### config.mk
export PLATFORM = sky130hd
export DESIGN_NAME = mul16_pipe
export DESIGN_NICKNAME = d
export VERILOG_FILES = /design/src/verilog/mul16_pkg.sv /design/src/verilog/cla_adder.sv /design/src/verilog/mul16_pipe.sv /design/src/verilog/mul8_array.sv /design/src/verilog/partial_product_stage.sv /design/src/verilog/reduction_stage.sv
export SDC_FILE = /design/constraint.sdc
export NUM_CORES = 1
export LEC_CHECK = 0
export ABC_AREA = 1
export BUFFER_PORTS_ARGS = -buffer_cell sky130_fd_sc_hd__clkbuf_2
export CORE_UTILIZATION = 60
export DETAILED_ROUTE_END_ITERATION = 6
export PLACE_DENSITY_LB_ADDON = 0.15
export SLEW_MARGIN = 25
export SYNTH_ARGS = -nofsm -noshare
export SYNTH_HDL_FRONTEND = slang
export SYNTH_HIERARCHICAL = 1
export SYNTH_SLANG_ARGS = --single-unit
export TNS_END_PERCENT = 1
### constraint.sdc
create_clock -name clk -period 13.6 [get_ports clk]
set_input_delay 2.72 -clock clk [delete_from_list [all_inputs] [get_ports clk]]
set_output_delay 2.72 -clock clk [all_outputs]
set_load 0.05 [all_outputs]
### src/verilog/mul16_pkg.sv
// Shared widths and vector types; the design is fixed at 16-bit unsigned operands split in 8-bit halves
`default_nettype none

package mul16_pkg;

  // Operand half and the full operand
  localparam int HALF_WIDTH = 8;
  localparam int OPERAND_WIDTH = 2 * HALF_WIDTH;

  // Full product
  localparam int PRODUCT_WIDTH = 2 * OPERAND_WIDTH;

  // Bits per lookahead group in the adders
  localparam int CLA_GROUP_WIDTH = 4;

  // One 8-bit operand half
  typedef logic [HALF_WIDTH-1:0] half_t;

  // One 16-bit operand
  typedef logic [OPERAND_WIDTH-1:0] operand_t;

  // Product of two halves
  typedef logic [OPERAND_WIDTH-1:0] half_product_t;

  // Full product, also used for aligned partial sums
  typedef logic [PRODUCT_WIDTH-1:0] product_t;

endpackage

`default_nettype wire

### src/verilog/cla_adder.sv
// 32-bit two-level carry-lookahead adder, carry-in fixed at zero and carry out discarded
`default_nettype none

module cla_adder (
  input  wire mul16_pkg::product_t  a,
  input  wire mul16_pkg::product_t  b,
  output mul16_pkg::product_t       sum
);

  mul16_pkg::product_t bit_p;
  mul16_pkg::product_t bit_g;
  mul16_pkg::product_t bit_carry;

  logic [mul16_pkg::PRODUCT_WIDTH/mul16_pkg::CLA_GROUP_WIDTH-1:0] group_p;
  logic [mul16_pkg::PRODUCT_WIDTH/mul16_pkg::CLA_GROUP_WIDTH-1:0] group_g;
  logic [mul16_pkg::PRODUCT_WIDTH/mul16_pkg::CLA_GROUP_WIDTH-1:0] group_carry;

  assign bit_p = a ^ b;
  assign bit_g = a & b;

  // Group propagate and generate over each 4-bit group
  always_comb begin : group_pg
    int base;
    for (int k = 0; k < mul16_pkg::PRODUCT_WIDTH / mul16_pkg::CLA_GROUP_WIDTH; k++) begin
      base = k * mul16_pkg::CLA_GROUP_WIDTH;
      group_p[k] = &bit_p[base +: mul16_pkg::CLA_GROUP_WIDTH];
      group_g[k] = bit_g[base+3]
                 | (bit_p[base+3] & bit_g[base+2])
                 | (bit_p[base+3] & bit_p[base+2] & bit_g[base+1])
                 | (bit_p[base+3] & bit_p[base+2] & bit_p[base+1] & bit_g[base]);
    end
  end

  // Second level, flattened so no carry ripples between groups
  always_comb begin : lookahead
    logic term;
    group_carry[0] = 1'b0;
    for (int k = 1; k < mul16_pkg::PRODUCT_WIDTH / mul16_pkg::CLA_GROUP_WIDTH; k++) begin
      group_carry[k] = 1'b0;
      // A lower group generates and every group above it up to k propagates
      for (int m = 0; m < k; m++) begin
        term = group_g[m];
        for (int n = m + 1; n < k; n++) begin
          term = term & group_p[n];
        end
        group_carry[k] = group_carry[k] | term;
      end
    end
  end

  // Carries inside each group from its incoming group carry
  always_comb begin : group_carries
    int base;
    for (int k = 0; k < mul16_pkg::PRODUCT_WIDTH / mul16_pkg::CLA_GROUP_WIDTH; k++) begin
      base = k * mul16_pkg::CLA_GROUP_WIDTH;
      bit_carry[base]   = group_carry[k];
      bit_carry[base+1] = bit_g[base] | (bit_p[base] & group_carry[k]);
      bit_carry[base+2] = bit_g[base+1]
                        | (bit_p[base+1] & bit_g[base])
                        | (bit_p[base+1] & bit_p[base] & group_carry[k]);
      bit_carry[base+3] = bit_g[base+2]
                        | (bit_p[base+2] & bit_g[base+1])
                        | (bit_p[base+2] & bit_p[base+1] & bit_g[base])
                        | (bit_p[base+2] & bit_p[base+1] & bit_p[base] & group_carry[k]);
    end
  end

  assign sum = bit_p ^ bit_carry;

endmodule

`default_nettype wire

### src/verilog/mul16_pipe.sv
// 16x16 unsigned multiplier, two-stage valid/ready pipeline, two cycles latency without stalls
`default_nettype none

module mul16_pipe (
  input  wire                       clk,
  input  wire                       reset,
  input  wire                       in_valid,
  output logic                      in_ready,
  input  wire mul16_pkg::operand_t  a,
  input  wire mul16_pkg::operand_t  b,
  output logic                      out_valid,
  input  wire                       out_ready,
  output mul16_pkg::product_t       product
);

  logic pp_valid;
  logic pp_ready;

  mul16_pkg::half_product_t pp_ll;
  mul16_pkg::half_product_t pp_lh;
  mul16_pkg::half_product_t pp_hl;
  mul16_pkg::half_product_t pp_hh;

  partial_product_stage u_pp_stage (
    .clk      (clk),
    .reset    (reset),
    .in_valid (in_valid),
    .in_ready (in_ready),
    .a        (a),
    .b        (b),
    .pp_valid (pp_valid),
    .pp_ready (pp_ready),
    .pp_ll    (pp_ll),
    .pp_lh    (pp_lh),
    .pp_hl    (pp_hl),
    .pp_hh    (pp_hh)
  );

  reduction_stage u_red_stage (
    .clk       (clk),
    .reset     (reset),
    .pp_valid  (pp_valid),
    .pp_ready  (pp_ready),
    .pp_ll     (pp_ll),
    .pp_lh     (pp_lh),
    .pp_hl     (pp_hl),
    .pp_hh     (pp_hh),
    .out_valid (out_valid),
    .out_ready (out_ready),
    .product   (product)
  );

endmodule

`default_nettype wire

### src/verilog/mul8_array.sv
// Exact unsigned 8x8 array multiplier, purely combinational, no carry out beyond the 16 product bits
`default_nettype none

module mul8_array (
  input  wire mul16_pkg::half_t     a,
  input  wire mul16_pkg::half_t     b,
  output mul16_pkg::half_product_t  product
);

  // pp[i][j] is a[j] & b[i]
  mul16_pkg::half_t pp [mul16_pkg::HALF_WIDTH];

  // Sum and carry of adder rows 1 to 7, one cell per column
  logic [mul16_pkg::HALF_WIDTH-2:0] row_sum   [1:mul16_pkg::HALF_WIDTH-1];
  logic [mul16_pkg::HALF_WIDTH-2:0] row_carry [1:mul16_pkg::HALF_WIDTH-1];

  // Bits entering a row from the row above, shifted one column
  logic [mul16_pkg::HALF_WIDTH-2:0] row_top   [2:mul16_pkg::HALF_WIDTH];

  logic [mul16_pkg::HALF_WIDTH-1:0] ripple_carry;

  function automatic logic fa_sum(input logic x, input logic y, input logic z);
    return x ^ y ^ z;
  endfunction

  function automatic logic fa_carry(input logic x, input logic y, input logic z);
    return (x & y) | (z & (x ^ y));
  endfunction

  always_comb begin
    for (int i = 0; i < mul16_pkg::HALF_WIDTH; i++) begin
      pp[i] = a & {mul16_pkg::HALF_WIDTH{b[i]}};
    end
  end

  always_comb begin
    // Row 1 is a row of half adders
    for (int j = 0; j < mul16_pkg::HALF_WIDTH - 1; j++) begin
      row_sum[1][j]   = pp[0][j+1] ^ pp[1][j];
      row_carry[1][j] = pp[0][j+1] & pp[1][j];
    end

    // Carry-save full adder rows
    for (int i = 2; i < mul16_pkg::HALF_WIDTH; i++) begin
      row_top[i] = {pp[i-1][mul16_pkg::HALF_WIDTH-1],
                    row_sum[i-1][mul16_pkg::HALF_WIDTH-2:1]};
      for (int j = 0; j < mul16_pkg::HALF_WIDTH - 1; j++) begin
        row_sum[i][j]   = fa_sum(row_top[i][j], pp[i][j], row_carry[i-1][j]);
        row_carry[i][j] = fa_carry(row_top[i][j], pp[i][j], row_carry[i-1][j]);
      end
    end

    // Low product bits drop out of column 0 of each row
    product[0] = pp[0][0];
    for (int i = 1; i < mul16_pkg::HALF_WIDTH; i++) begin
      product[i] = row_sum[i][0];
    end

    // Final ripple row merges the last sums and carries
    row_top[mul16_pkg::HALF_WIDTH] = {pp[mul16_pkg::HALF_WIDTH-1][mul16_pkg::HALF_WIDTH-1],
                                      row_sum[mul16_pkg::HALF_WIDTH-1][mul16_pkg::HALF_WIDTH-2:1]};
    ripple_carry[0] = 1'b0;
    for (int j = 0; j < mul16_pkg::HALF_WIDTH - 1; j++) begin
      product[mul16_pkg::HALF_WIDTH+j] = fa_sum(row_top[mul16_pkg::HALF_WIDTH][j],
                                                row_carry[mul16_pkg::HALF_WIDTH-1][j],
                                                ripple_carry[j]);
      ripple_carry[j+1] = fa_carry(row_top[mul16_pkg::HALF_WIDTH][j],
                                   row_carry[mul16_pkg::HALF_WIDTH-1][j],
                                   ripple_carry[j]);
    end
    product[2*mul16_pkg::HALF_WIDTH-1] = ripple_carry[mul16_pkg::HALF_WIDTH-1];
  end

endmodule

`default_nettype wire

### src/verilog/partial_product_stage.sv
// Pipeline stage 1 with a single entry; a and b must stay stable while in_valid waits for in_ready
`default_nettype none

module partial_product_stage (
  input  wire                       clk,
  input  wire                       reset,
  input  wire                       in_valid,
  output logic                      in_ready,
  input  wire mul16_pkg::operand_t  a,
  input  wire mul16_pkg::operand_t  b,
  output logic                      pp_valid,
  input  wire                       pp_ready,
  output mul16_pkg::half_product_t  pp_ll,
  output mul16_pkg::half_product_t  pp_lh,
  output mul16_pkg::half_product_t  pp_hl,
  output mul16_pkg::half_product_t  pp_hh
);

  mul16_pkg::half_t a_lo;
  mul16_pkg::half_t a_hi;
  mul16_pkg::half_t b_lo;
  mul16_pkg::half_t b_hi;

  mul16_pkg::half_product_t ll_next;
  mul16_pkg::half_product_t lh_next;
  mul16_pkg::half_product_t hl_next;
  mul16_pkg::half_product_t hh_next;

  assign a_lo = a[mul16_pkg::HALF_WIDTH-1:0];
  assign a_hi = a[mul16_pkg::OPERAND_WIDTH-1:mul16_pkg::HALF_WIDTH];
  assign b_lo = b[mul16_pkg::HALF_WIDTH-1:0];
  assign b_hi = b[mul16_pkg::OPERAND_WIDTH-1:mul16_pkg::HALF_WIDTH];

  mul8_array u_mul_ll (.a(a_lo), .b(b_lo), .product(ll_next));
  mul8_array u_mul_lh (.a(a_lo), .b(b_hi), .product(lh_next));
  mul8_array u_mul_hl (.a(a_hi), .b(b_lo), .product(hl_next));
  mul8_array u_mul_hh (.a(a_hi), .b(b_hi), .product(hh_next));

  // Free when empty or when the held entry leaves this cycle
  assign in_ready = !pp_valid || pp_ready;

  always_ff @(posedge clk) begin
    if (reset) begin
      pp_valid <= 1'b0;
    end else if (in_ready) begin
      pp_valid <= in_valid;
    end
  end

  always_ff @(posedge clk) begin
    if (in_valid && in_ready) begin
      pp_ll <= ll_next;
      pp_lh <= lh_next;
      pp_hl <= hl_next;
      pp_hh <= hh_next;
    end
  end

endmodule

`default_nettype wire

### src/verilog/reduction_stage.sv
// Pipeline stage 2 with a single entry; product holds while out_valid is high and out_ready low
`default_nettype none

module reduction_stage (
  input  wire                       clk,
  input  wire                       reset,
  input  wire                       pp_valid,
  output logic                      pp_ready,
  input  wire mul16_pkg::half_product_t pp_ll,
  input  wire mul16_pkg::half_product_t pp_lh,
  input  wire mul16_pkg::half_product_t pp_hl,
  input  wire mul16_pkg::half_product_t pp_hh,
  output logic                      out_valid,
  input  wire                       out_ready,
  output mul16_pkg::product_t       product
);

  mul16_pkg::product_t hh_ll_word;
  mul16_pkg::product_t lh_word;
  mul16_pkg::product_t hl_word;
  mul16_pkg::product_t partial_sum;
  mul16_pkg::product_t product_next;

  // High and low products do not overlap, so they share one word
  assign hh_ll_word = {pp_hh, pp_ll};

  // Cross products sit one half up
  assign lh_word = {{mul16_pkg::HALF_WIDTH{1'b0}}, pp_lh, {mul16_pkg::HALF_WIDTH{1'b0}}};
  assign hl_word = {{mul16_pkg::HALF_WIDTH{1'b0}}, pp_hl, {mul16_pkg::HALF_WIDTH{1'b0}}};

  cla_adder u_add_first (
    .a   (hh_ll_word),
    .b   (lh_word),
    .sum (partial_sum)
  );

  cla_adder u_add_second (
    .a   (partial_sum),
    .b   (hl_word),
    .sum (product_next)
  );

  assign pp_ready = !out_valid || out_ready;

  always_ff @(posedge clk) begin
    if (reset) begin
      out_valid <= 1'b0;
    end else if (pp_ready) begin
      out_valid <= pp_valid;
    end
  end

  always_ff @(posedge clk) begin
    if (pp_valid && pp_ready) begin
      product <= product_next;
    end
  end

endmodule

`default_nettype wire
==> reports/qor.yml <==
grt:
  grt.busiest_layer: "met2"
  grt.total_usage_pct: 21.9
  use_met3_pct: 1.73
  grt_pass1_wl_um: 37900
  grt_pass1_vias: 8364
  use_met2_pct: 37.6
  overflow: 0
  antenna_found_initial: 1
  grt_max_degree: 65
  use_met1_pct: 30.4
clock_tree:
  clkLatencyLatePin_ns: 0.35
  cts_tree: "done"
  clockRootBuffer: "clkbuf_16"
  post-cts-setup-buffers: 0
  clockBufferDepth: 2
  clkTransAtPathRegs_ns: 0.08
  cts_buffers: 9
  cts_sinks: 98
  cts.repair.resized: 0
  cts_hold_buffers: 0
  h-tree-depth: 3
layout:
  fin_area_um2: 13200
  final_cell_mix: "inv_1, nand2_1, fa_1"
  antenna_cells: 0
  drive_gt1_share_pct: 8.69
  nNetsFinal: 1737
  final_common_cell: "inv_1"
  nFillCells: 1761
  area_delta_synth_final_pct: 3.69
flow_run:
  maxCapViolCount: 0
route:
  drcViolationCount: 0
  wl_per_cell_um: 12.9
  avgViaCountPerCell: 4.80
  dr_total_vias: 8039
  drt_pass1_iterations: 5
  ant_nets: 0
  drt_iter0_drc: 338
  drt-total-wl_um: 21500
critical_path:
  critPathLaunch: "a[14]"
  worstSetupStartpointType: "input port"
  criticalPathCategory: "input port to flop"
  critPathCaptureType: "flop"
  critPathSlowestCell: "fa_1"
  required_ns: 13.70
  worst-path-max-fanout: 16
  endpoint: "u_pp_stage/pp_hl[14]"
  arrival_ns: 9.37
  r2r_start: "u_pp_stage/pp_ll[11]"
  path_common_cell: "fa_1"
  worstPathCellList: "clkbuf_2, nand2_1, inv_1, ha_1, inv_1, fa_1, fa_1, inv_1, fa_1, fa_1, fa_1, fa_1, ha_1, fa_1, fa_1, fa_1, fa_1, fa_1, fa_1"
  reg2reg_slack_ns: 9.37
  max_stage_delay_ns: 0.57
  rr_worst_depth: 22
  rr_endpoint: "u_red_stage/product[29]"
floorplan:
  fp.dieH_um: 148
  fp.dieW_um: 148
  core-area_um2: 20600
  start_util_pct: 62.0
  dieArea_um2: 21800
  io_pins: 70
  fp-row-count: 52
sta:
  slew_headroom_pct: 35.3
  min_period_ns: 9.26
  drv_slew: 0
  finalSetupTns_ns: 0
  fmax_mhz: 108
  period_share_pct: 68.1
  rsz0062_at_grt: "false"
  tightest_slew_ns: 0.968
  finalHoldViolations: 0
  setup_violations: 0
  skew_ns: 0.0104
power_and_ir_drop:
  pwr_density_cell_nw_per_um2: 210
  max-vdd-ir-drop_mv: 0.0989
  power_w: 0.00277
  p_leak_nw: 7.42
worst_hold_path:
  hold_class: "flop to flop"
  hp-start: "u_pp_stage/pp_valid"
place:
  place_area_um2: 12900
  portBuffers: 69
  gp_congestion: 0.782
  hpwl_um: 17500
logic_synthesis:
  yosysSeqAreaShare_pct: 22.9
  synth_area_um2: 12700
  yosysWarnings: 6
  syn_inst: 1343
  avgSynthCellArea_um2: 9.49
  ys_types: 27
  ys_ff_latch: 98
run_status:
  status: "finished, final reports clean"
-- state kept, by name, indices dropped and copies added (netlist names) --
name / cells
u_red_stage/out_valid: 1
u_pp_stage/pp_hh: 16
u_red_stage/product: 32
u_pp_stage/pp_hl: 16
u_pp_stage/pp_valid: 1
u_pp_stage/pp_ll: 16
u_pp_stage/pp_lh: 16
-- metrics by stage --
| step | setup slack [ns] | instances | utilization (%) | hold slack [ns] |
|---|---|---|---|---|
| finish | 4.34 | 1674 | 64.3 | 0.540 |
| CTS | 4.34 | 1674 | 64.3 | 0.547 |
| global placement | 3.99 | 1658 | 62.8 | 0.518 |
| detailed placement | 3.93 | 1658 | 62.8 | 0.537 |
| global route | 4.05 | 1674 | 64.3 | 0.578 |
| floorplan | 4.42 | 1382 | - | 0.478 |
-- layer usage --
metal / vias to the layer above / part of all wire (%) / routed length (um)
li1: 3949 / - / -
met1: 3965 / 49 / 10500
met2: 107 / 47 / 10200
met3: 16 / 2.7 / 590
met4: 2 / 1.1 / 247
met5: - / 0.060 / 13
-- cell usage after synthesis --
cell type,instances,area [um2]
a211oi_2,2,25.0
a21o_1,2,15.0
a21oi_1,26,130
a21oi_2,2,17.5
a31o_2,2,17.5
buf_4,4,30.0
buf_6,60,676
conb_1,1,3.75
dfxtp_1,2,40.0
edfxtp_1,96,2880
fa_1,208,4160
ha_1,94,1180
inv_1,378,1420
inv_2,4,15.0
nand2_1,324,1220
nand2_2,12,75.1
nand2_4,10,113
nand3_1,26,130
nand3_2,2,20.0
nand3b_1,2,15.0
nand4_1,4,25.0
nor2_1,30,113
o21ai_0,4,20.0
o21bai_1,4,30.0
or2_0,2,12.5
xnor2_1,10,87.6
xor2_1,32,280
-- worst min path at each step --
stage / endpoint / slack, ns / cells after the start
2_1_floorplan: u_red_stage/out_valid / 0.48 / 2
3_3_place_gp: u_pp_stage/pp_valid / 0.52 / 2
3_5_place_dp: u_pp_stage/pp_valid / 0.54 / 2
4_1_cts: u_pp_stage/pp_valid / 0.55 / 2
5_1_grt: u_red_stage/out_valid / 0.58 / 2
6_report: u_pp_stage/pp_valid / 0.54 / 2
-- critical path: cells and delay by family --
| family | cells | cell delay (ns) |
|---|---|---|
| fa+ha+maj | 14 | 6.05 |
| simple gates | 1 | 0.13 |
| buf+inv | 4 | 0.46 |
-- cell families (layout without fill, tap and decap cells) --
logic type / after synthesis / in the layout / share of synthesized area [%]
other: 1 / 40 / 0.0294
XOR/XNOR: 42 / 42 / 2.89
AO/OA/AOI/OAI: 42 / 42 / 2.00
buffers and inverters: 446 / 468 / 16.8
AND/OR/NAND/NOR: 412 / 412 / 13.5
adder cells (fa/ha/maj): 302 / 302 / 41.9
flip-flops: 98 / 98 / 22.9
-- power by group --
part           total (W)  switching, W  internal (W)  leakage [nW]
registers       0.000641     0.0000464      0.000594         0.948
logic            0.00186       0.00113      0.000735          6.31
clock network   0.000273      0.000121      0.000152         0.154
-- cell type report --
| cell class | instances | area [um2] | share of cell area, % |
|---|---|---|---|
| clock buffers | 10 | 239 | 1.81 |
| repair buffers | 70 | 353 | 2.67 |
| clock inverters | 6 | 77.6 | 0.587 |
| flip-flops and latches | 98 | 2920 | 22.1 |
| multi-input cells | 838 | 7860 | 59.4 |
| inverters | 382 | 1430 | 10.8 |
| well taps | 270 | 338 | 2.56 |
Power figures use the tool's default switching activity.
